--- src/rtl/mips_pkg.sv ---
`default_nettype none

package mips_pkg;

	localparam int WORD_BITS      = 32;
	localparam int REG_ADDR_BITS  = 5;
	localparam int IMEM_ADDR_BITS = 6; // 64 instruction words
	localparam int DMEM_ADDR_BITS = 6;

	typedef logic [WORD_BITS-1:0]     word_t;
	typedef logic [REG_ADDR_BITS-1:0] reg_addr_t;

	// Primary opcodes, insn[31:26]
	localparam logic [5:0] OP_RTYPE = 6'b000000;
	localparam logic [5:0] OP_ADDIU = 6'b001001;
	localparam logic [5:0] OP_ORI   = 6'b001101;
	localparam logic [5:0] OP_LUI   = 6'b001111;
	localparam logic [5:0] OP_LW    = 6'b100011;
	localparam logic [5:0] OP_SW    = 6'b101011;

	// R-type function codes, insn[5:0]
	localparam logic [5:0] FN_ADDU = 6'b100001;
	localparam logic [5:0] FN_SUBU = 6'b100011;
	localparam logic [5:0] FN_AND  = 6'b100100;
	localparam logic [5:0] FN_OR   = 6'b100101;
	localparam logic [5:0] FN_XOR  = 6'b100110;
	localparam logic [5:0] FN_NOR  = 6'b100111;
	localparam logic [5:0] FN_SLT  = 6'b101010;
	localparam logic [5:0] FN_SLL  = 6'b000000;
	localparam logic [5:0] FN_SRL  = 6'b000010;

	// ALU operations
	// Shifts take the amount in operand a and the value in operand b
	typedef enum logic [3:0] {
		ALU_ADD,
		ALU_SUB,
		ALU_AND,
		ALU_OR,
		ALU_XOR,
		ALU_NOR,
		ALU_SLT,    // signed compare
		ALU_SLL,
		ALU_SRL,
		ALU_PASS_B  // LUI
	} alu_op_t;

endpackage

`default_nettype wire

--- src/rtl/word_memory.sv ---
`timescale 1ns/1ns
`default_nettype none

module word_memory #(
	parameter int ADDR_BITS = mips_pkg::IMEM_ADDR_BITS
) (
	input  logic                 clock,
	input  logic                 write_en,
	input  logic [ADDR_BITS-1:0] write_addr,
	input  mips_pkg::word_t      write_data,
	input  logic [ADDR_BITS-1:0] read_addr,
	output mips_pkg::word_t      read_data
);
	import mips_pkg::*;

	word_t mem [2**ADDR_BITS];

	always_ff @(posedge clock) begin
		if (write_en)
			mem[write_addr] <= write_data;
	end

	// Asynchronous read port
	assign read_data = mem[read_addr];

endmodule

`default_nettype wire

--- src/rtl/fetch_unit.sv ---
`timescale 1ns/1ns
`default_nettype none

module fetch_unit (
	input  logic                                clock,
	input  logic                                arst_n,
	input  logic                                run,
	input  logic                                imem_load,
	input  logic [mips_pkg::IMEM_ADDR_BITS-1:0] imem_addr,
	input  mips_pkg::word_t                     imem_data,
	output logic                                fd_valid,
	output mips_pkg::word_t                     fd_insn
);
	import mips_pkg::*;

	logic [IMEM_ADDR_BITS-1:0] pc;
	logic                      last_issued; // Top word already sent
	logic                      issue;
	word_t                     imem_word;

	assign issue = run && !last_issued;

	word_memory #(.ADDR_BITS(IMEM_ADDR_BITS)) u_imem (
		.clock      (clock),
		.write_en   (imem_load),
		.write_addr (imem_addr),
		.write_data (imem_data),
		.read_addr  (pc),
		.read_data  (imem_word)
	);

	always_ff @(posedge clock or negedge arst_n) begin
		if (!arst_n) begin
			pc          <= '0;
			last_issued <= 1'b0;
			fd_valid    <= 1'b0;
		end else begin
			fd_valid <= issue;
			if (issue) begin
				pc <= pc + 1'b1;
				if (&pc)
					last_issued <= 1'b1; // stop after word 63
			end
		end
	end

	always_ff @(posedge clock) begin
		if (issue)
			fd_insn <= imem_word;
	end

	// Program is loaded only before the core runs
	a_no_load_while_running: assert property (
		@(posedge clock) disable iff (!arst_n) !(imem_load && run)
	);

endmodule

`default_nettype wire

--- config.mk ---
export PLATFORM = sky130hd
export DESIGN_NAME = fetch_unit
export DESIGN_NICKNAME = d
export VERILOG_FILES = /design/src/rtl/mips_pkg.sv /design/src/rtl/word_memory.sv /design/src/rtl/fetch_unit.sv
export SDC_FILE = /design/constraint.sdc
export NUM_CORES = 2
export LEC_CHECK = 0
export BUFFER_PORTS_ARGS = -buffer_cell sky130_fd_sc_hd__buf_2
export CAP_MARGIN = 5
export CORE_MARGIN = 4
export CORE_UTILIZATION = 40
export DETAILED_ROUTE_END_ITERATION = 10
export SYNTH_ARGS = -nofsm -noshare
export SYNTH_HDL_FRONTEND = slang
export SYNTH_SLANG_ARGS = --single-unit
--- constraint.sdc ---
create_clock -name clock -period 2.7 [get_ports clock]
set_input_delay 0.27 -clock clock [delete_from_list [all_inputs] [get_ports clock]]
set_output_delay 0.27 -clock clock [all_outputs]
set_load 0.03 [all_outputs]
==> results.cfg <==
[status]
status = finished with violations
violations = setup timing

[global_routing]
grt.total_usage_pct = 19.8
grt_overflow_total = 0
antenna_found_initial = 8
grt_pass1_vias = 37900
grt_pass1_wl_um = 287000
grt_max_degree = 65

[timing]
worstMarginPinSlew_ns = 1.23
setup_tns_ns = -0.407
finalClockSkew_ns = 0.0288
fmax_ghz = 0.359
slew_headroom_pct = 18.0
rsz0062_at_grt = yes
setup_viol_count_final = 11
min_period_ns = 2.79
setup_ws_ns = -0.0851
post-route-period-util_pct = 103
slew_viol_final = 0
final-hold-violation-count = 0

[floorplan]
io_pins = 75
start_util_pct = 40.3
dieArea_um2 = 206000
core_um2 = 198000
chipHeight_um = 454
die_w_um = 454
placement_rows = 163

[finish]
final_nets = 3757
areaGrowthSynthToFinish_pct = 18.4
drive_gt1_share_pct = 36.0
fin_area_um2 = 94200
mostFrequentLayoutCell = edfxtp_1
fin_util_pct = 47.7
final_cell_mix = edfxtp_1 (2080), mux4_2 (580), clkbuf_16 (208), buf_4 (192), buf_12 (121)

[placement]
place.port_buffers = 74
place_hpwl_um = 114000
placed_cell_area_um2 = 86600
preCtsSetupSlack_ns = -0.438
gp_congestion = 0.776

[drt]
drc = 0
antenna_left = 0
first_iter_violations = 4623
via_per_inst = 5.71
num_vias = 37200
totalWireLength_um = 205000
first_pass_iters = 5
routedWlPerCell_um = 31.5

[worst_setup_path]
ff2ff_path_depth = 7
path_max_fanout = 8
required_ns = 3.24
critPathLaunchType = flop
worstSetupEndpointType = flop
arrival_ns = 3.32
crit_path_start = pc[0]
ff2ff_setup_slack_ns = -0.09
critical_path_class = reg2reg
endpoint = fd_insn[26]
regToRegStartpoint = pc[0]
r2r-end = fd_insn[26]

[yosys]
syn_area_um2 = 79600
syn_inst = 3247
synthesis.nets = 3290
ys_warn_count = 0
ys_types = 40
yosysSeqAreaShare_pct = 78.8
muxShareOfSynthArea_pct = 18.0
synth_top_family_by_area = multiplexers
synth-simple-area-share_pct = 0.866
synth_seq_cells = 2088
synth-compound-area-share_pct = 1.08
synth_xor_area_share_pct = 0.0550
synth_fa_ha_area_share_pct = 0.0157
postSynthAreaPerCell_um2 = 24.5

[min_path]
min_path_type = in2reg

[clock_tree]
cts.clk_slew.worst_paths_ns = 0.06
cts_made_buffers = 196
clockRootBuffer = clkbuf_16
h-tree-depth = 4
cts_tree = done
cts_sinks = 2088
clock_latency_ns = 0.83
cts.path.max_buffers = 3

[power]
leakage_nw = 29.4
ir_drop_mv = 0.655
power_density_nw_per_um2 = 985

[run]
maxCapViolCount = 0
==> kinds of logic (layout without fill, tap and decap cells) <==
group | count (synthesis) | count (layout)
compound gates | 123 | 123
flops | 2088 | 2088
fa+ha+maj | 1 | 1
xor+xnor | 5 | 5
mux | 707 | 707
buf+inv | 177 | 796
simple gates | 146 | 146
other cells | 0 | 6
==> critical path, stage by stage (launching register included) <==
cell       delay [ns]
dfrtp_4          0.51
buf_12           0.19
buf_16           0.18
clkbuf_16        0.18
mux4_2           0.50
mux4_2           0.52
mux2i_4          0.30
a21oi_2          0.10
==> area by class of cell <==
type	instances	area, µm²
Clock buffer	262	5260
Sequential cell	2088	62700
Clock inverter	88	757
Antenna cell	6	15.0
Fill cell	15700	103000
Tap cell	2640	3300
Timing Repair Buffer	446	5370
Multi-Input combinational cell	982	16800
==> stage by stage <==
step | hold slack [ns] | cells | total power, W
after floorplan | -0.0256 | 3247 | 0.0541
after detailed placement | 0.190 | 6079 | 0.0647
after global routing | 0.0580 | 6509 | 0.0963
final | 0.0730 | 6512 | 0.0928
after global placement | 0.188 | 6079 | 0.0646
after CTS | 0.00853 | 6472 | 0.0923
==> synth_stat cells (all sizes together) <==
master	n	area share, %
edfxtp	2080	79
mux4	580	16
buf	122	0.93
mux2i	112	1.4
nor2	77	0.36
clkbuf	55	0.26
a21oi	27	0.17
o22ai	27	0.21
a211oi	23	0.22
nand2	17	0.080
mux2	15	0.21
nor2b	12	0.094
nor3b	9	0.085
a221oi	8	0.088
a311oi	8	0.088
dfrtp	8	0.25
o211ai	8	0.075
a2111oi	6	0.066
nand3	6	0.044
nand4	6	0.047
nor3	6	0.038
o21ai	6	0.038
o221a	6	0.085
nand2b	5	0.039
xnor2	4	0.044
nand3b	3	0.033
o21a	3	0.028
and2	1	0.0079
and3	1	0.0079
ha	1	0.016
nand4b	1	0.011
o21bai	1	0.0094
or2	1	0.0079
or3	1	0.0079
xor2	1	0.011
==> report_power, final <==
part           switching [W]  internal (W)  total [W]
Combinational         0.0147        0.0149     0.0296
Clock                 0.0115        0.0147     0.0262
Sequential          0.000593        0.0364     0.0370
Total                 0.0268        0.0660     0.0928
==> worst min-delay path by stage <==
stage | startpoint | to | cells after the start
2_1_floorplan | arst_n | fd_valid | 0
3_3_place_gp | arst_n | fd_valid | 1
3_5_place_dp | arst_n | fd_valid | 1
4_1_cts | imem_data[29] | u_imem.mem[32][29] | 1
5_1_grt | imem_data[29] | u_imem.mem[52][29] | 1
6_report | imem_data[29] | u_imem.mem[52][29] | 1
==> routing by layer <==
metal | wire (µm) | vias to the layer above | track usage (%) | share of wire, %
met5 | 20 | - | 0 | 0.0098
li1 | - | 15000 | - | -
met3 | 13400 | 323 | 3.29 | 6.5
met4 | 6700 | 2 | 6.75 | 3.3
met2 | 102000 | 1457 | 32.7 | 50
met1 | 82700 | 20400 | 26.9 | 40
==> registers in the layout (all words and copies together), names as in the netlist <==
register     count
u_imem.mem    2048
last_issued      1
fd_valid         1
fd_insn         32
pc               6
==> what timing repair did <==
action                                 in CTS  in global routing
hold buffers                               19                  0
pin swaps                                   1                  7
resized for setup                          55                 57
setup buffers                              17                 25
setup endpoints to repair                  25                 32
gates cloned                                7                  9
endpoints found under the hold margin     463                  0
No activity file was read; power rests on OpenSTA's default activity.
