`config.mk`:
```
export PLATFORM = sky130hd
export DESIGN_NAME = execute_unit
export DESIGN_NICKNAME = d
export VERILOG_FILES = /design/src/rtl/mips_pkg.sv /design/src/rtl/execute_unit.sv
export SDC_FILE = /design/constraint.sdc
export NUM_CORES = 1
export LEC_CHECK = 0
export BUFFER_PORTS_ARGS = -buffer_cell sky130_fd_sc_hd__buf_2
export CAP_MARGIN = 15
export CORE_MARGIN = 2
export CORE_UTILIZATION = 35
export DETAILED_ROUTE_END_ITERATION = 7
export HOLD_SLACK_MARGIN = 0.12
export PLACE_DENSITY = 0.58
export SLEW_MARGIN = 20
export SYNTH_ARGS = -nofsm -noshare
export SYNTH_HDL_FRONTEND = slang
export SYNTH_SLANG_ARGS = --single-unit
export TNS_END_PERCENT = 100
```
`constraint.sdc`:
```
create_clock -name clock -period 1.04 [get_ports clock]
set_input_delay 0.052 -clock clock [delete_from_list [all_inputs] [get_ports clock]]
set_output_delay 0.052 -clock clock [all_outputs]
set_load 0.03 [all_outputs]
```
`src/rtl/mips_pkg.sv`:
```
`default_nettype none

package mips_pkg;

	localparam int WORD_BITS      = 32;
	localparam int REG_ADDR_BITS  = 5;
	localparam int IMEM_ADDR_BITS = 6; // 64 instruction words
	localparam int DMEM_ADDR_BITS = 6;

	typedef logic [WORD_BITS-1:0]     word_t;
	typedef logic [REG_ADDR_BITS-1:0] reg_addr_t;

	// Primary opcodes, insn[31:26]
	localparam logic [5:0] OP_RTYPE = 6'b000000;
	localparam logic [5:0] OP_ADDIU = 6'b001001;
	localparam logic [5:0] OP_ORI   = 6'b001101;
	localparam logic [5:0] OP_LUI   = 6'b001111;
	localparam logic [5:0] OP_LW    = 6'b100011;
	localparam logic [5:0] OP_SW    = 6'b101011;

	// R-type function codes, insn[5:0]
	localparam logic [5:0] FN_ADDU = 6'b100001;
	localparam logic [5:0] FN_SUBU = 6'b100011;
	localparam logic [5:0] FN_AND  = 6'b100100;
	localparam logic [5:0] FN_OR   = 6'b100101;
	localparam logic [5:0] FN_XOR  = 6'b100110;
	localparam logic [5:0] FN_NOR  = 6'b100111;
	localparam logic [5:0] FN_SLT  = 6'b101010;
	localparam logic [5:0] FN_SLL  = 6'b000000;
	localparam logic [5:0] FN_SRL  = 6'b000010;

	// ALU operations
	// Shifts take the amount in operand a and the value in operand b
	typedef enum logic [3:0] {
		ALU_ADD,
		ALU_SUB,
		ALU_AND,
		ALU_OR,
		ALU_XOR,
		ALU_NOR,
		ALU_SLT,    // signed compare
		ALU_SLL,
		ALU_SRL,
		ALU_PASS_B  // LUI
	} alu_op_t;

endpackage

`default_nettype wire

```
`src/rtl/execute_unit.sv`:
```
`timescale 1ns/1ns
`default_nettype none

module execute_unit (
	input  logic                  clock,
	input  logic                  arst_n,
	input  logic                  de_valid,
	input  mips_pkg::alu_op_t     de_alu_op,
	input  mips_pkg::word_t       de_a,
	input  mips_pkg::word_t       de_b,
	input  mips_pkg::word_t       de_store_data,
	input  mips_pkg::reg_addr_t   de_dest,
	input  logic                  de_writes,
	input  logic                  de_load,
	input  logic                  de_store,
	output logic                  em_valid,
	output mips_pkg::word_t       em_result,
	output mips_pkg::word_t       em_store_data,
	output mips_pkg::reg_addr_t   em_dest,
	output logic                  em_writes,
	output logic                  em_load,
	output logic                  em_store
);
	import mips_pkg::*;

	word_t      result;
	logic [4:0] shamt;

	assign shamt = de_a[4:0];

	always_comb begin
		case (de_alu_op)
			ALU_ADD:    result = de_a + de_b;
			ALU_SUB:    result = de_a - de_b;
			ALU_AND:    result = de_a & de_b;
			ALU_OR:     result = de_a | de_b;
			ALU_XOR:    result = de_a ^ de_b;
			ALU_NOR:    result = ~(de_a | de_b);
			ALU_SLT:    result = word_t'($signed(de_a) < $signed(de_b));
			ALU_SLL:    result = de_b << shamt;
			ALU_SRL:    result = de_b >> shamt; // logical
			ALU_PASS_B: result = de_b;
			default:    result = '0;
		endcase
	end

	always_ff @(posedge clock or negedge arst_n) begin
		if (!arst_n) begin
			em_valid  <= 1'b0;
			em_writes <= 1'b0;
			em_load   <= 1'b0;
			em_store  <= 1'b0;
		end else begin
			em_valid  <= de_valid;
			em_writes <= de_valid && de_writes;
			em_load   <= de_valid && de_load;
			em_store  <= de_valid && de_store;
		end
	end

	always_ff @(posedge clock) begin
		em_result     <= result;
		em_store_data <= de_store_data;
		em_dest       <= de_dest;
	end

	// Decode never marks one instruction as both load and store
	a_load_store_exclusive: assert property (
		@(posedge clock) disable iff (!arst_n) !(de_load && de_store)
	);

endmodule

`default_nettype wire

```
==> run summary <==
Outcome - finished, violations left
Violated checks - negative setup slack
Synth Flop Type - dfxtp_1
CTS Sinks - 73
Synth Area in XOR/XNOR - 0.437%
Synth Warn # - 0
Post-synthesis compound-gate area fraction - 31.5%
Initial drt markers - 2,070
Inst Count DP - 2,221
Fmax achieved - 388 MHz
Design area - 17,400 µm²
Grt ovf - 0
Synth Cell Area - 10,000 µm²
Hold WS - 0.126 ns
CP Max Fanout - 4
Post-synthesis sequential area ratio - 14.8%
Worst Hold Class - primary input to register
Setup TNS after final layout - -38.62 ns
Initial Util - 35.8%
Fill count - 2,423
TritonRoute pass-1 iters - 7
Largest net degree at the start of global routing - 64
CP endpoint kind - register
Final Hold Vio Count - 0
Die Height - 173 µm
Total power - 16.1 mW
IO Port Bufs - 183
RSZ-0062 raised after global routing - true
Die area - 30,000 µm²
DR vias/cell - 6.02
Synth Area in Adders - 12.5%
Clock transition at path regs - 0.07 ns
Root buffer cell - clkbuf_16
Fraction of final layout cells sized beyond drive strength 1 - 49.6%
Global-route wire length before repair - 80,200 µm
CP startpoint kind - primary input
Final Wtd Congestion - 1.05
WL/cell - 22.9 µm
Post-synth EDFFs - 0
Synth cell types - 91
Io pins - 184
Setup WS pre-CTS - -2.13 ns
Hold Startpoint - de_b[1]
Worst Path Arrival - 2.81 ns
Final WS setup - -1.53 ns
# rows - 61
Worst VDD drop - 0.761 mV
Initial antenna violation count - 1
Total number of vias - 14,200
Dpl hpwl - 39,000 µm
Worst Max-Slew Pin Slew - 0.767 ns
Nets - 2,182
Share of flip-flops with an asynchronous set or reset - 5.48%
Mux cell area share after synthesis - 14.5%
Crit path kind - primary input to register
Synth Register Bits - 73
Cell Area, Placed - 14,600 µm²
Syn_nets - 1,515
Post-Syn Instances - 1,305
Final period util - 248%
Total CTS buffers - 9
Vias in the first global route - 13,700
Post-Syn Area per Cell - 7.69 µm²
DRT antenna net count - 0
CP startpoint - de_a[1]
H-Tree Depth - 3
Final core occ - 62.1%
Clk buf depth - 2
Die X - 173 µm
Combinational family with the most area after synthesis - compound AO/OA/AOI/OAI gates
Data required time of the worst path - 1.28 ns
Core area - 28,000 µm²
Slew Limit Fails - 0
Synth Area in Simple Gates - 17.9%
Leakage - 8.05 nW
Setup Viol. Count Final - 32
Max Cap Viol - 0
Non-Filler Instances - 2,356
Slew headroom - 48.9%
Tot GR Track Use - 34.2%
CTS tree - yes
DRT Wirelength - 53,900 µm
Power Density - 926 nW/µm²
Post-layout min period - 2.57 ns
Residual DRC - 0
Layout overhead on the synthesized area - 73.4%
## registers in the layout, indices dropped and copies added, names as in the netlist
| name | cells |
|---|---|
| em_dest | 5 |
| em_valid | 1 |
| em_writes | 1 |
| em_store_data | 32 |
| em_load | 1 |
| em_store | 1 |
| em_result | 32 |
## Yosys cell counts, types with 8 or more instances
cell type	instances	share of area, %
ha_1	97	12
or3_1	8	0.50
a221oi_1	30	2.6
nor2b_1	9	0.56
clkbuf_1	66	2.5
a21oi_1	93	4.6
o2111ai_1	13	1.1
o221ai_1	12	1.0
nor4_1	12	0.75
o211ai_1	23	1.7
o22ai_1	28	1.7
nand2_1	118	4.4
o21ai_1	9	0.45
buf_1	9	0.34
nor2_1	138	5.2
a22oi_1	20	1.5
o21bai_1	17	1.3
mux2i_1	45	4.5
nand4_1	9	0.56
o21ai_0	66	3.3
a221o_1	9	0.90
nand3_1	29	1.4
a222oi_1	14	1.4
a21o_1	13	0.97
nand2b_1	10	0.62
nor3_1	26	1.3
a211oi_1	19	1.4
buf_2	17	0.85
dfxtp_1	69	14
mux4_2	43	9.7
a31oi_1	10	0.62
inv_1	92	3.4
## layout make-up
class                           instances  area, µm²  share of cell area (%)
Antenna cell                            1       2.50                  0.0144
Clock buffer                            9        225                    1.29
Clock inverter                          7       82.6                   0.475
Inverter                               94        382                    2.19
Multi-Input combinational cell       1032       8800                    50.6
Sequential cell                        73       1480                    8.52
Tap cell                              378        473                    2.72
Timing Repair Buffer                  762       5950                    34.2
## cell usage in the layout (no fill, tap or decap), types with 14 or more instances in the layout
cell	n
o22ai_1	22
buf_4	476
mux4_2	43
a21oi_1	75
nor3_1	20
buf_2	172
a211oi_1	15
ha_1	81
o211ai_1	23
dlygate4sd3_1	43
buf_6	40
a21oi_2	18
mux2i_1	32
nor2_1	127
a221oi_1	18
o21ai_0	41
ha_4	14
inv_1	76
nand3_1	27
a22oi_1	17
nand2_1	108
a222oi_1	14
dfxtp_1	69
o21ai_1	18
## final timing paths
kind,end,slack (ns),cells past startpoint
max in group asynchronous,em_writes,0.26,3
worst min-delay path,em_result[1],0.13,4
min in group asynchronous,em_store,0.61,3
worst max-delay path,em_result[25],-1.53,14
## power breakdown
| group | internal (mW) | total, mW | switching [mW] |
|---|---|---|---|
| sequential | 3.08 | 3.15 | 0.0685 |
| clock | 1.90 | 3.41 | 1.50 |
| combinational | 4.41 | 9.55 | 5.14 |
| total | 9.39 | 16.1 | 6.71 |
## kinds of logic after synthesis
logic type	Yosys count
compound gates	444
simple gates	393
buf+inv	200
fa+ha+maj	99
mux	91
flops	73
xor+xnor	5
## timing repair
action	4_1_cts	5_1_grt
hold buffers	43	0
pin swaps	69	84
endpoints found under the hold margin	45	0
setup buffers	46	32
gates cloned	7	0
gates resized for setup	178	130
endpoints found under the setup margin	32	32
## layer usage
| layer | track usage, % | share of wire (%) | up-vias |
|---|---|---|---|
| li1 | - | - | 6281 |
| met1 | 42.7 | 37 | 6611 |
| met2 | 54.7 | 45 | 1030 |
| met3 | 8.57 | 11 | 262 |
| met4 | 17.3 | 6.8 | 0 |
| met5 | 0 | 0 | - |
## worst max-delay path, stage by stage
cell and delay [ns]:
buf_8 0.08, clkinvlp_4 0.10, ha_4 0.23, o21ba_4 0.19
or4_4 0.46, a211oi_4 0.35, nor3_4 0.11, o21a_4 0.24
o41ai_4 0.20, buf_4 0.19, a221oi_2 0.07, xnor2_1 0.15
a221oi_2 0.27, o21ai_1 0.11
(Power assumes the default switching activity.)
