## src/rtl/mips_pkg.sv

```systemverilog
`default_nettype none

package mips_pkg;

	localparam int WORD_BITS      = 32;
	localparam int REG_ADDR_BITS  = 5;
	localparam int IMEM_ADDR_BITS = 6; // 64 instruction words
	localparam int DMEM_ADDR_BITS = 6;

	typedef logic [WORD_BITS-1:0]     word_t;
	typedef logic [REG_ADDR_BITS-1:0] reg_addr_t;

	// Primary opcodes, insn[31:26]
	localparam logic [5:0] OP_RTYPE = 6'b000000;
	localparam logic [5:0] OP_ADDIU = 6'b001001;
	localparam logic [5:0] OP_ORI   = 6'b001101;
	localparam logic [5:0] OP_LUI   = 6'b001111;
	localparam logic [5:0] OP_LW    = 6'b100011;
	localparam logic [5:0] OP_SW    = 6'b101011;

	// R-type function codes, insn[5:0]
	localparam logic [5:0] FN_ADDU = 6'b100001;
	localparam logic [5:0] FN_SUBU = 6'b100011;
	localparam logic [5:0] FN_AND  = 6'b100100;
	localparam logic [5:0] FN_OR   = 6'b100101;
	localparam logic [5:0] FN_XOR  = 6'b100110;
	localparam logic [5:0] FN_NOR  = 6'b100111;
	localparam logic [5:0] FN_SLT  = 6'b101010;
	localparam logic [5:0] FN_SLL  = 6'b000000;
	localparam logic [5:0] FN_SRL  = 6'b000010;

	// ALU operations
	// Shifts take the amount in operand a and the value in operand b
	typedef enum logic [3:0] {
		ALU_ADD,
		ALU_SUB,
		ALU_AND,
		ALU_OR,
		ALU_XOR,
		ALU_NOR,
		ALU_SLT,    // signed compare
		ALU_SLL,
		ALU_SRL,
		ALU_PASS_B  // LUI
	} alu_op_t;

endpackage

`default_nettype wire

```

## src/rtl/word_memory.sv

```systemverilog
`timescale 1ns/1ns
`default_nettype none

module word_memory #(
	parameter int ADDR_BITS = mips_pkg::IMEM_ADDR_BITS
) (
	input  logic                 clock,
	input  logic                 write_en,
	input  logic [ADDR_BITS-1:0] write_addr,
	input  mips_pkg::word_t      write_data,
	input  logic [ADDR_BITS-1:0] read_addr,
	output mips_pkg::word_t      read_data
);
	import mips_pkg::*;

	word_t mem [2**ADDR_BITS];

	always_ff @(posedge clock) begin
		if (write_en)
			mem[write_addr] <= write_data;
	end

	// Asynchronous read port
	assign read_data = mem[read_addr];

endmodule

`default_nettype wire

```

## src/rtl/memory_access.sv

```systemverilog
`timescale 1ns/1ns
`default_nettype none

module memory_access (
	input  logic                  clock,
	input  logic                  arst_n,
	input  logic                  em_valid,
	input  mips_pkg::word_t       em_result,
	input  mips_pkg::word_t       em_store_data,
	input  mips_pkg::reg_addr_t   em_dest,
	input  logic                  em_writes,
	input  logic                  em_load,
	input  logic                  em_store,
	output logic                  wb_valid,
	output mips_pkg::reg_addr_t   wb_reg,
	output mips_pkg::word_t       wb_value
);
	import mips_pkg::*;

	logic [DMEM_ADDR_BITS-1:0] dmem_addr;
	logic                      store_en;
	word_t                     load_word;

	// Byte address, low two bits dropped
	assign dmem_addr = em_result[DMEM_ADDR_BITS+1:2];
	assign store_en  = em_valid && em_store;

	word_memory #(.ADDR_BITS(DMEM_ADDR_BITS)) u_dmem (
		.clock      (clock),
		.write_en   (store_en),
		.write_addr (dmem_addr),
		.write_data (em_store_data),
		.read_addr  (dmem_addr),
		.read_data  (load_word)
	);

	always_ff @(posedge clock or negedge arst_n) begin
		if (!arst_n)
			wb_valid <= 1'b0;
		else
			wb_valid <= em_valid && em_writes;
	end

	always_ff @(posedge clock) begin
		wb_reg   <= em_dest;
		wb_value <= em_load ? load_word : em_result;
	end

endmodule

`default_nettype wire

```

## config.mk

```make
export PLATFORM = sky130hd
export DESIGN_NAME = memory_access
export DESIGN_NICKNAME = d
export VERILOG_FILES = /design/src/rtl/mips_pkg.sv /design/src/rtl/word_memory.sv /design/src/rtl/memory_access.sv
export SDC_FILE = /design/constraint.sdc
export NUM_CORES = 2
export LEC_CHECK = 0
export BUFFER_PORTS_ARGS = -buffer_cell sky130_fd_sc_hd__buf_2
export CORE_ASPECT_RATIO = 1.4
export CORE_MARGIN = 5
export CORE_UTILIZATION = 50
export CTS_BUF_LIST = sky130_fd_sc_hd__clkbuf_16
export CTS_CLUSTER_SIZE = 12
export DETAILED_ROUTE_END_ITERATION = 12
export GPL_TIMING_DRIVEN = 0
export PLACE_DENSITY = 0.68
export SYNTH_ARGS = -nofsm -noshare
export SYNTH_HDL_FRONTEND = slang
export SYNTH_HIERARCHICAL = 1
export SYNTH_SLANG_ARGS = --single-unit
```

## constraint.sdc

```tcl
create_clock -name clock -period 1.85 [get_ports clock]
set_input_delay 0.0925 -clock clock [delete_from_list [all_inputs] [get_ports clock]]
set_output_delay 0.0925 -clock clock [all_outputs]
set_load 0.02 [all_outputs]
```

==> key figures <==
Outcome
  – Outcome: complete, but fails checks
  – Failing checks: negative setup slack

GRT
  – Grt total ovfl: 0
  – GRT Overall Usage: 28.2%
  – First-pass GRT wire length: 323,000 um
  – Vias in the first global route: 40,100
  – Largest net degree at the start of global routing: 65
  – Initial antenna violation count: 11

Setup path
  – Cell mode on critical path: buf_2
  – Reg2reg path depth: 5
  – Required @ worst endpoint: 2.56 ns
  – Slowest CP cell: clkbuf_2
  – R2R Path Start: u_dmem/mem[27][21]
  – CP Depth: 8
  – CP max stage delay: 0.56 ns
  – Critical path startpoint: em_result[5]
  – Worst path arrival time: 3.07 ns
  – Startpoint types: primary input
  – CP top delay family: buffers and inverters
  – Critical path class: in2reg
  – CP Cell Sequence: buf_2 > buf_2 > buf_2 > clkbuf_2 > mux4_2 > o22ai_4 > nor2_4 > mux2_4
  – CP Capture Type: flip-flop
  – Crit Path Max Fanout: 10
  – WP buf/inv: 4

STA
  – Slew @ Worst Pin: 1.46 ns
  – Achievable frequency: 0.423 GHz
  – Tcrit/Tclk final: 128%
  – Fin Setup TNS: -38.83 ns
  – Fin worst setup slack: -0.517 ns
  – Min cycle time layout: 2.37 ns
  – Slew HR: 2.79%
  – Unrepaired setup endpoints after global routing: true
  – Clk_skew: 0.0243 ns
  – Final Hold Viols: 0
  – Final setup viols: 294
  – Max-slew violation count: 0

Die
  – Die Y: 481 um
  – Initial core utilization: 50.3%
  – # IOs: 113
  – Die W: 346 um
  – Core area: 157,000 sq um
  – # rows: 172
  – Floorplan die area: 167,000 sq um

CTS
  – CTS buffer count: 196
  – Clk_lat worst skew: 0.83 ns
  – CTS tree: done
  – Root buffer cell: clkbuf_16
  – Clock Tree Buf Depth: 3
  – Clk sinks: 2,086
  – H-tree depth: 4
  – CTS clk-pin slew, worst paths: 0.06 ns

Cells and area
  – Layout Area Growth over Synthesis: 17.3%
  – Final instance area: 92,900 sq um
  – Share of cells above drive strength 1: 35.2%
  – Layout net count: 3,928
  – Max FFs per register: 2,048
  – Non-filler instance count after layout: 6,024
  – Util after Layout: 59.0%

Drt
  – DRC violations left: 0
  – Initial DRT Pass Iterations: 8
  – Drt first-iter violations: 5,762
  – Post-route ant nets: 0
  – Post-DR vias/cell: 6.73
  – DRT met1 WL: 78,400 um
  – Highest metal used: met5
  – Metal2 WL: 114,000 um
  – Met3 WL post-DR: 26,200 um
  – Wire per inst: 39.1 um
  – Routed WL: 236,000 um
  – Vias: 40,600

Placement
  – Placed insts: 5,629
  – Dpl ws: -3.00 ns
  – Final Wtd Congestion: 0.953
  – Dpl cell area: 84,500 sq um
  – DP Wirelength: 148,000 um
  – # port buffers: 111

Power and ir drop
  – Power density cells: 1020 nW/um^2
  – Peak VDD IR: 0.000876 V
  – LEAKAGE: 29.2 nW

Yosys
  – Syn. warnings: 6
  – Post-synthesis cell type count: 38
  – Post-Synthesis Cell Area: 79,200 sq um
  – Syn_area_per_cell: 23.5 sq um
  – Seq/Total Area, Yosys: 78.6%
  – Syn_nets: 3,443
  – Synth Register Bits: 2,086
  – Synth Instances: 3,368

Min path
  – WHS Path Cells: 1
  – Hold_sp: em_store_data[17]
  – Worst Hold Class: in2reg

Job
  – Max-cap violations: 0
synthesized netlist by cell type, drive strengths merged:
library cell / n / area, sq um
a21oi: 62 / 310
mux2i: 93 / 931
dfrtp: 1 / 25.0
nand4: 2 / 12.5
nand2: 26 / 97.6
buf: 112 / 679
o22ai: 84 / 526
a22oi: 12 / 90.1
edfxtp: 2048 / 61500
a41o: 4 / 40.0
nor2: 137 / 514
o221ai: 27 / 236
mux4: 544 / 12300
a31oi: 1 / 6.26
nor3: 7 / 35.0
dfxtp: 37 / 741
or3b: 5 / 43.8
nand2b: 8 / 50.1
clkbuf: 74 / 278
nand3b: 5 / 37.5
mux2: 32 / 473
a311oi: 8 / 70.1
nand3: 5 / 25.0
and3: 4 / 25.0
nand4b: 1 / 8.76
nor2b: 15 / 93.8
and2: 4 / 25.0
or3: 3 / 18.8
o32ai: 4 / 35.0
or2: 3 / 18.8
logic make-up (layout without fill, tap and decap cells):
family,after synthesis,after routing,share of synthesized area (%)
mux,669,669,17.2
other cells,0,3,0
flops,2086,2086,78.6
simple gates,225,231,1.27
compound gates,202,202,1.66
buf+inv,186,745,1.21
through the flow:
step	power, mW	hold slack [ns]
after floorplan	56.1	-0.203
after global placement	58.7	-0.132
after global routing	97.1	0.0403
final	94.6	0.0313
after detailed placement	58.9	-0.130
after CTS	94.9	0.00451
worst paths after layout:
| kind | endpoint | slack (ns) |
|---|---|---|
| setup / recovery | wb_value[24] | -0.52 |
| hold / removal | u_dmem/mem[32][17] | 0.03 |
| setup reg to reg | wb_value[21] | -0.44 |
| hold reg to reg | wb_value[4] | 0.98 |
| max in group asynchronous | wb_valid | 1.61 |
| min in group asynchronous | wb_valid | 0.14 |
power breakdown:
| part | internal, mW | switching [mW] | total [mW] |
|---|---|---|---|
| logic | 2.33 | 4.12 | 6.44 |
| registers | 52.2 | 0.0652 | 52.2 |
| clock network | 19.6 | 16.4 | 35.9 |
| total | 74.1 | 20.5 | 94.6 |
area by class of cell:
class / count / area (sq um)
multi-input combinational: 1102 / 17600
timing repair buffer: 288 / 3190
clock buffer: 203 / 5080
buffer: 179 / 1710
fill: 10800 / 64400
tap: 2088 / 2610
sequential: 2086 / 62300
clock inverter: 75 / 404
antenna: 3 / 7.51
placed cells by master (no fill, tap or decap), types with 33 or more instances in the layout:
cell type | Yosys | routed
nor2_4 | 0 | 83
o22ai_1 | 84 | 60
a21oi_1 | 62 | 33
clkbuf_16 | 0 | 206
buf_2 | 57 | 121
dlygate4sd3_1 | 0 | 81
mux4_2 | 544 | 544
inv_1 | 0 | 53
mux2i_1 | 93 | 79
buf_4 | 25 | 46
edfxtp_1 | 2048 | 2048
dfxtp_1 | 37 | 37
buf_12 | 3 | 81
routing by layer:
| metal | vias up | GRT usage, % |
|---|---|---|
| met4 | 6 | 16.2 |
| met5 | - | 0 |
| met2 | 2878 | 45.8 |
| li1 | 15300 | - |
| met1 | 21700 | 35.1 |
| met3 | 610 | 6.92 |
timing repair:
item | in CTS | in global routing
endpoints found under the hold margin | 91 | 469
gates cloned | 5 | 1
hold buffers | 72 | 9
setup endpoints to repair | 572 | 111
gates resized for setup | 386 | 39
pin swaps | 54 | 23
setup buffers | 32 | 0
worst register-to-register path: stages (launching register included):
cell and delay (ns):
edfxtp_1 0.36, mux4_2 0.49, mux4_2 0.57, o22ai_4 0.40
nor2_4 0.09, mux2_4 0.27
Note: power is estimated with default switching activity, not from simulation.
