==> config.mk <==
export PLATFORM = sky130hd
export DESIGN_NAME = decode_unit
export DESIGN_NICKNAME = d
export VERILOG_FILES = /design/src/rtl/mips_pkg.sv /design/src/rtl/register_file.sv /design/src/rtl/decode_unit.sv
export SDC_FILE = /design/constraint.sdc
export NUM_CORES = 2
export LEC_CHECK = 0
export BUFFER_PORTS_ARGS = -buffer_cell sky130_fd_sc_hd__clkbuf_2
export CORE_MARGIN = 3
export CORE_UTILIZATION = 55
export CTS_CLUSTER_DIAMETER = 50
export DETAILED_ROUTE_END_ITERATION = 7
export PLACE_DENSITY = 0.72
export SLEW_MARGIN = 20
export SYNTH_ARGS = -nofsm -noshare
export SYNTH_HDL_FRONTEND = slang
export SYNTH_HIERARCHICAL = 1
export SYNTH_SLANG_ARGS = --single-unit
==> constraint.sdc <==
create_clock -name clock -period 2.47 [get_ports clock]
set_input_delay 0 -clock clock [delete_from_list [all_inputs] [get_ports clock]]
set_output_delay 0 -clock clock [all_outputs]
set_load 0.02 [all_outputs]
==> src/rtl/mips_pkg.sv <==
`default_nettype none

package mips_pkg;

	localparam int WORD_BITS      = 32;
	localparam int REG_ADDR_BITS  = 5;
	localparam int IMEM_ADDR_BITS = 6; // 64 instruction words
	localparam int DMEM_ADDR_BITS = 6;

	typedef logic [WORD_BITS-1:0]     word_t;
	typedef logic [REG_ADDR_BITS-1:0] reg_addr_t;

	// Primary opcodes, insn[31:26]
	localparam logic [5:0] OP_RTYPE = 6'b000000;
	localparam logic [5:0] OP_ADDIU = 6'b001001;
	localparam logic [5:0] OP_ORI   = 6'b001101;
	localparam logic [5:0] OP_LUI   = 6'b001111;
	localparam logic [5:0] OP_LW    = 6'b100011;
	localparam logic [5:0] OP_SW    = 6'b101011;

	// R-type function codes, insn[5:0]
	localparam logic [5:0] FN_ADDU = 6'b100001;
	localparam logic [5:0] FN_SUBU = 6'b100011;
	localparam logic [5:0] FN_AND  = 6'b100100;
	localparam logic [5:0] FN_OR   = 6'b100101;
	localparam logic [5:0] FN_XOR  = 6'b100110;
	localparam logic [5:0] FN_NOR  = 6'b100111;
	localparam logic [5:0] FN_SLT  = 6'b101010;
	localparam logic [5:0] FN_SLL  = 6'b000000;
	localparam logic [5:0] FN_SRL  = 6'b000010;

	// ALU operations
	// Shifts take the amount in operand a and the value in operand b
	typedef enum logic [3:0] {
		ALU_ADD,
		ALU_SUB,
		ALU_AND,
		ALU_OR,
		ALU_XOR,
		ALU_NOR,
		ALU_SLT,    // signed compare
		ALU_SLL,
		ALU_SRL,
		ALU_PASS_B  // LUI
	} alu_op_t;

endpackage

`default_nettype wire

==> src/rtl/register_file.sv <==
`timescale 1ns/1ns
`default_nettype none

module register_file (
	input  logic                  clock,
	input  logic                  arst_n,
	input  logic                  write_en,
	input  mips_pkg::reg_addr_t   write_reg,
	input  mips_pkg::word_t       write_value,
	input  mips_pkg::reg_addr_t   read_reg_a,
	input  mips_pkg::reg_addr_t   read_reg_b,
	output mips_pkg::word_t       read_a,
	output mips_pkg::word_t       read_b
);
	import mips_pkg::*;

	word_t regs [2**REG_ADDR_BITS];

	// Same-cycle write is visible to the reader
	function automatic word_t port_read(input reg_addr_t idx);
		if (idx == '0)
			return '0;
		else if (write_en && write_reg == idx)
			return write_value;
		else
			return regs[idx];
	endfunction

	always_ff @(posedge clock or negedge arst_n) begin
		if (!arst_n) begin
			for (int i = 0; i < 2**REG_ADDR_BITS; i++)
				regs[i] <= '0;
		end else if (write_en && write_reg != '0) begin
			regs[write_reg] <= write_value; // r0 never written
		end
	end

	assign read_a = port_read(read_reg_a);
	assign read_b = port_read(read_reg_b);

endmodule

`default_nettype wire

==> src/rtl/decode_unit.sv <==
`timescale 1ns/1ns
`default_nettype none

module decode_unit (
	input  logic                  clock,
	input  logic                  arst_n,
	input  logic                  fd_valid,
	input  mips_pkg::word_t       fd_insn,
	input  logic                  wb_valid,
	input  mips_pkg::reg_addr_t   wb_reg,
	input  mips_pkg::word_t       wb_value,
	output logic                  de_valid,
	output mips_pkg::alu_op_t     de_alu_op,
	output mips_pkg::word_t       de_a,
	output mips_pkg::word_t       de_b,
	output mips_pkg::word_t       de_store_data,
	output mips_pkg::reg_addr_t   de_dest,
	output logic                  de_writes,
	output logic                  de_load,
	output logic                  de_store
);
	import mips_pkg::*;

	logic [5:0]  opcode;
	logic [5:0]  funct;
	logic [4:0]  shamt;
	logic [15:0] imm;
	reg_addr_t   rs;
	reg_addr_t   rt;
	reg_addr_t   rd;
	word_t       rs_value;
	word_t       rt_value;

	alu_op_t     alu_op;
	reg_addr_t   dest;
	word_t       imm_ext;
	logic        writes;
	logic        load;
	logic        store;
	logic        use_imm;
	logic        shift;

	assign opcode = fd_insn[31:26];
	assign rs     = fd_insn[25:21];
	assign rt     = fd_insn[20:16];
	assign rd     = fd_insn[15:11];
	assign shamt  = fd_insn[10:6];
	assign funct  = fd_insn[5:0];
	assign imm    = fd_insn[15:0];

	register_file u_regs (
		.clock       (clock),
		.arst_n      (arst_n),
		.write_en    (wb_valid),
		.write_reg   (wb_reg),
		.write_value (wb_value),
		.read_reg_a  (rs),
		.read_reg_b  (rt),
		.read_a      (rs_value),
		.read_b      (rt_value)
	);

	always_comb begin
		alu_op  = ALU_ADD;
		dest    = rt;
		imm_ext = {{16{imm[15]}}, imm};
		writes  = 1'b0;
		load    = 1'b0;
		store   = 1'b0;
		use_imm = 1'b0;
		shift   = 1'b0;
		case (opcode)
			OP_RTYPE: begin
				dest   = rd;
				writes = 1'b1;
				case (funct)
					FN_ADDU: alu_op = ALU_ADD;
					FN_SUBU: alu_op = ALU_SUB;
					FN_AND:  alu_op = ALU_AND;
					FN_OR:   alu_op = ALU_OR;
					FN_XOR:  alu_op = ALU_XOR;
					FN_NOR:  alu_op = ALU_NOR;
					FN_SLT:  alu_op = ALU_SLT;
					FN_SLL: begin
						alu_op = ALU_SLL;
						shift  = 1'b1;
					end
					FN_SRL: begin
						alu_op = ALU_SRL;
						shift  = 1'b1;
					end
					default: writes = 1'b0;
				endcase
			end
			OP_ADDIU: begin
				use_imm = 1'b1;
				writes  = 1'b1;
			end
			OP_ORI: begin
				alu_op  = ALU_OR;
				imm_ext = {16'h0000, imm}; // zero extended
				use_imm = 1'b1;
				writes  = 1'b1;
			end
			OP_LUI: begin
				alu_op  = ALU_PASS_B;
				imm_ext = {imm, 16'h0000};
				use_imm = 1'b1;
				writes  = 1'b1;
			end
			OP_LW: begin
				use_imm = 1'b1;
				writes  = 1'b1;
				load    = 1'b1;
			end
			OP_SW: begin
				use_imm = 1'b1;
				store   = 1'b1;
			end
			default: ; // Executes as a NOP
		endcase
	end

	always_ff @(posedge clock or negedge arst_n) begin
		if (!arst_n) begin
			de_valid  <= 1'b0;
			de_writes <= 1'b0;
			de_load   <= 1'b0;
			de_store  <= 1'b0;
		end else begin
			de_valid  <= fd_valid;
			de_writes <= fd_valid && writes && dest != '0;
			de_load   <= fd_valid && load;
			de_store  <= fd_valid && store;
		end
	end

	always_ff @(posedge clock) begin
		de_alu_op     <= alu_op;
		de_a          <= shift ? word_t'(shamt) : rs_value;
		de_b          <= use_imm ? imm_ext : rt_value;
		de_store_data <= rt_value;
		de_dest       <= dest;
	end

endmodule

`default_nettype wire

==> summary.txt <==
Outcome
  • Run status: finished with violations
  • Failing checks: setup timing

Route
  • Post-route ant nets: 0
  • Vias after detailed routing: 40660
  • Number of DRC markers in iteration 0: 4850
  • DRC viols: 0
  • Pre-antenna DRT Iters: 5
  • Drt total wl: 194000 µm
  • DR WL/cell: 33.7 µm
  • Via density per instance: 7.05

Place
  • PortBufs: 181
  • Placed cells: 5457
  • Routability cong.: 0.944
  • Post-DP HPWL: 125000 µm

Worst setup path
  • Worst path cell trace: dlygate4sd3_1, buf_4, buf_4, or2_2, buf_4, nor2_1, a2111oi_0, buf_4, a221o_1, a22o_1
  • Arrival time worst endpoint: 3.18 ns
  • Worst path max stage delay: 0.90 ns
  • CP most frequent cell: buf_4
  • Crit path max fanout: 10
  • Worst Path Required: 3.16 ns
  • Worst setup SP type: input port
  • CP endpoint kind: flop
  • CP bufs+invs: 5
  • Slowest library cell on the worst path: a2111oi_0
  • Setup CP Type: in -> reg
  • Top delay family on crit path: buffers and inverters

Synth
  • Mapped Nets: 4079
  • Synth cell types: 67
  • Synth Flop Type: dfrtp_1
  • Post-synthesis register bit count: 1133
  • Post-Syn Area per Cell: 14.5 µm²
  • Syn. warnings: 6
  • Syn Inst Count: 4006
  • Post-synth design cell area: 58200 µm²
  • Fraction of registers with async set/reset: 90.7%
  • Post-synth EDFFs: 0
  • Sequential element share of the synthesized area: 47.8%

Clock network
  • Worst skew pair latency: 0.75 ns
  • Num CTS Buffers: 135
  • H-Tree Depth: 4
  • CTS tree: done
  • CTS sink cnt: 1133
  • Post-CTS Setup Inserts: 0
  • Worst-path clk slew: 0.06 ns
  • Maximum root-to-sink buffer count: 3
  • Clock root cell: clkbuf_16

Timing
  • Fin. Hold Viols: 0
  • RSZ-0062 raised after global routing: false
  • Max Clk Rate: 0.402 GHz
  • Final WS setup: -0.0177 ns
  • Skew final: 0.0241 ns
  • Worst rel slew slack: 23.0%
  • Worst slew pin tran: 1.15 ns
  • Max Slew Vio Count: 0
  • Fin crit period: 2.49 ns
  • Final period util: 101%
  • Hold WS: 0.00963 ns
  • Setup-failing EPs final: 1

Floorplan
  • I/O pin count: 182
  • Die H: 331 µm
  • Die X: 331 µm
  • Row count: 118
  • Core region area: 104000 µm²
  • Die area: 110000 µm²
  • Initial Util: 55.8%

Finish
  • Most common cell after layout, fill and taps aside: mux2_2
  • Layout cells sized above 1: 52.8%
  • Most frequent cells in the layout: 1070 x mux2_2, 1028 x dfrtp_1, 459 x mux4_2
  • Non-Filler Instances: 5764
  • Net count, final: 4340
  • Area Overhead vs Synth: 16.8%
  • Number of fill cells: 7349

Power and ir drop
  • VDD IR max: 0.000771 V
  • P_leak: 29.5 nW
  • Pwr Density: 841 nW/µm²

Global route
  • Vias in the first global route: 41214
  • Largest net degree at the start of global routing: 100
  • Grt ovf: 0
  • Initial antenna violation count: 11
  • Wire length of the first global-routing pass: 284000 µm
  • GRT Util Overall: 35.7%

Flow run
  • Max Cap Violations: 0

Min path
  • Hold Crit Class: in -> reg
power by group:
group / total, W / switching [W] / internal, W
Clock: 0.0208 / 0.00814 / 0.0126
Sequential: 0.0247 / 0.00265 / 0.0221
Combinational: 0.0116 / 0.00499 / 0.00665
metrics by stage:
stage	TNS [ns]	worst slack [ns]	cell area, µm²	total power [W]	utilization, %
floorplan	0	0.330	58200	0.0321	-
detailed placement	-0.709	-0.179	62700	0.0362	60.1
CTS	0	0.0186	67900	0.0570	65.1
global placement	-0.655	-0.168	62700	0.0357	60.1
global route	0	0.0207	67900	0.0591	65.1
finish	-0.0177	-0.0177	67900	0.0571	65.2
Yosys cell counts (53+ instances only):
| cell | n | share of area (%) |
|---|---|---|
| dfxtp_1 | 105 | 3.6 |
| buf_1 | 59 | 0.38 |
| dfrtp_1 | 1028 | 44 |
| mux2i_1 | 91 | 1.6 |
| nor2b_1 | 56 | 0.60 |
| clkbuf_1 | 253 | 1.6 |
| nor2_1 | 113 | 0.73 |
| o22ai_1 | 64 | 0.69 |
| nand2_1 | 59 | 0.38 |
| buf_2 | 89 | 0.77 |
| a22oi_1 | 53 | 0.68 |
| mux4_2 | 459 | 18 |
| mux2_2 | 1070 | 21 |
cell type report:
class                           instances  area [µm²]  share of cell area [%]
Multi-Input combinational cell       2428       28500                    42.0
Sequential cell                      1133       27800                    41.0
Timing Repair Buffer                  562        5100                    7.52
Clock buffer                          199        4030                    5.93
Tap cell                             1380        1730                    2.54
Clock inverter                         51         659                   0.971
Inverter                                7        26.3                  0.0387
Antenna cell                            4        10.0                  0.0147
repair_timing:
action / CTS / global route
endpoints found under the hold margin: 1185 / 0
hold buffers: 54 / 0
endpoints found under the setup margin: 1 / 5
gates cloned: 0 / 0
pin swaps: 0 / 0
resized for setup: 1 / 1
flip-flops by register name, summed over array words and instances (netlist names):
register	flops
u_regs/regs	1024
de_a	32
de_b	32
de_store_data	32
de_dest	5
de_alu_op	4
de_load	1
de_store	1
de_valid	1
de_writes	1
worst register-to-register path, delay by kind of cell, from the launching register on:
kind                   cells  cell delay, ns
buffers and inverters      1            0.21
AND/OR/NAND/NOR            2            0.15
multiplexers               3            0.96
flip-flops                 1            0.38
AO/OA/AOI/OAI              1            0.63
per-layer routing:
metal  global-route usage, %  vias up  routed length (µm)
met5                       0        -                  39
met4                    16.5        6                9670
met3                    11.4      566               22900
met2                    52.0     2693               85200
met1                    49.1    21438               76300
li1                        -    15957                   -
final timing paths:
kind / startpoint / to / slack (ns) / cells past startpoint
hold / removal: wb_value[10] / u_regs/regs[426] / 0.01 / 2
setup / recovery: fd_insn[20] / de_b[3] / -0.02 / 10
max in group asynchronous: arst_n / u_regs/regs[797] / 1.78 / 4
hold reg to reg: u_regs/regs[1003] / u_regs/regs[1003] / 0.39 / 0
setup reg to reg: u_regs/regs[257] / de_a[1] / 0.05 / 7
min in group asynchronous: arst_n / u_regs/regs[708] / 0.08 / 3
logic make-up after synthesis:
kind of cell              count (synthesis)  share of synthesized area, %
AOI/OAI and AO/OA                       385                          4.74
xor gates and xnor gates                 10                         0.151
buffers and inverters                   445                          3.43
DFF                                    1133                          47.8
muxes                                  1626                          40.2
and+or+nand+nor                         407                          3.64
(Power assumes the default switching activity.)
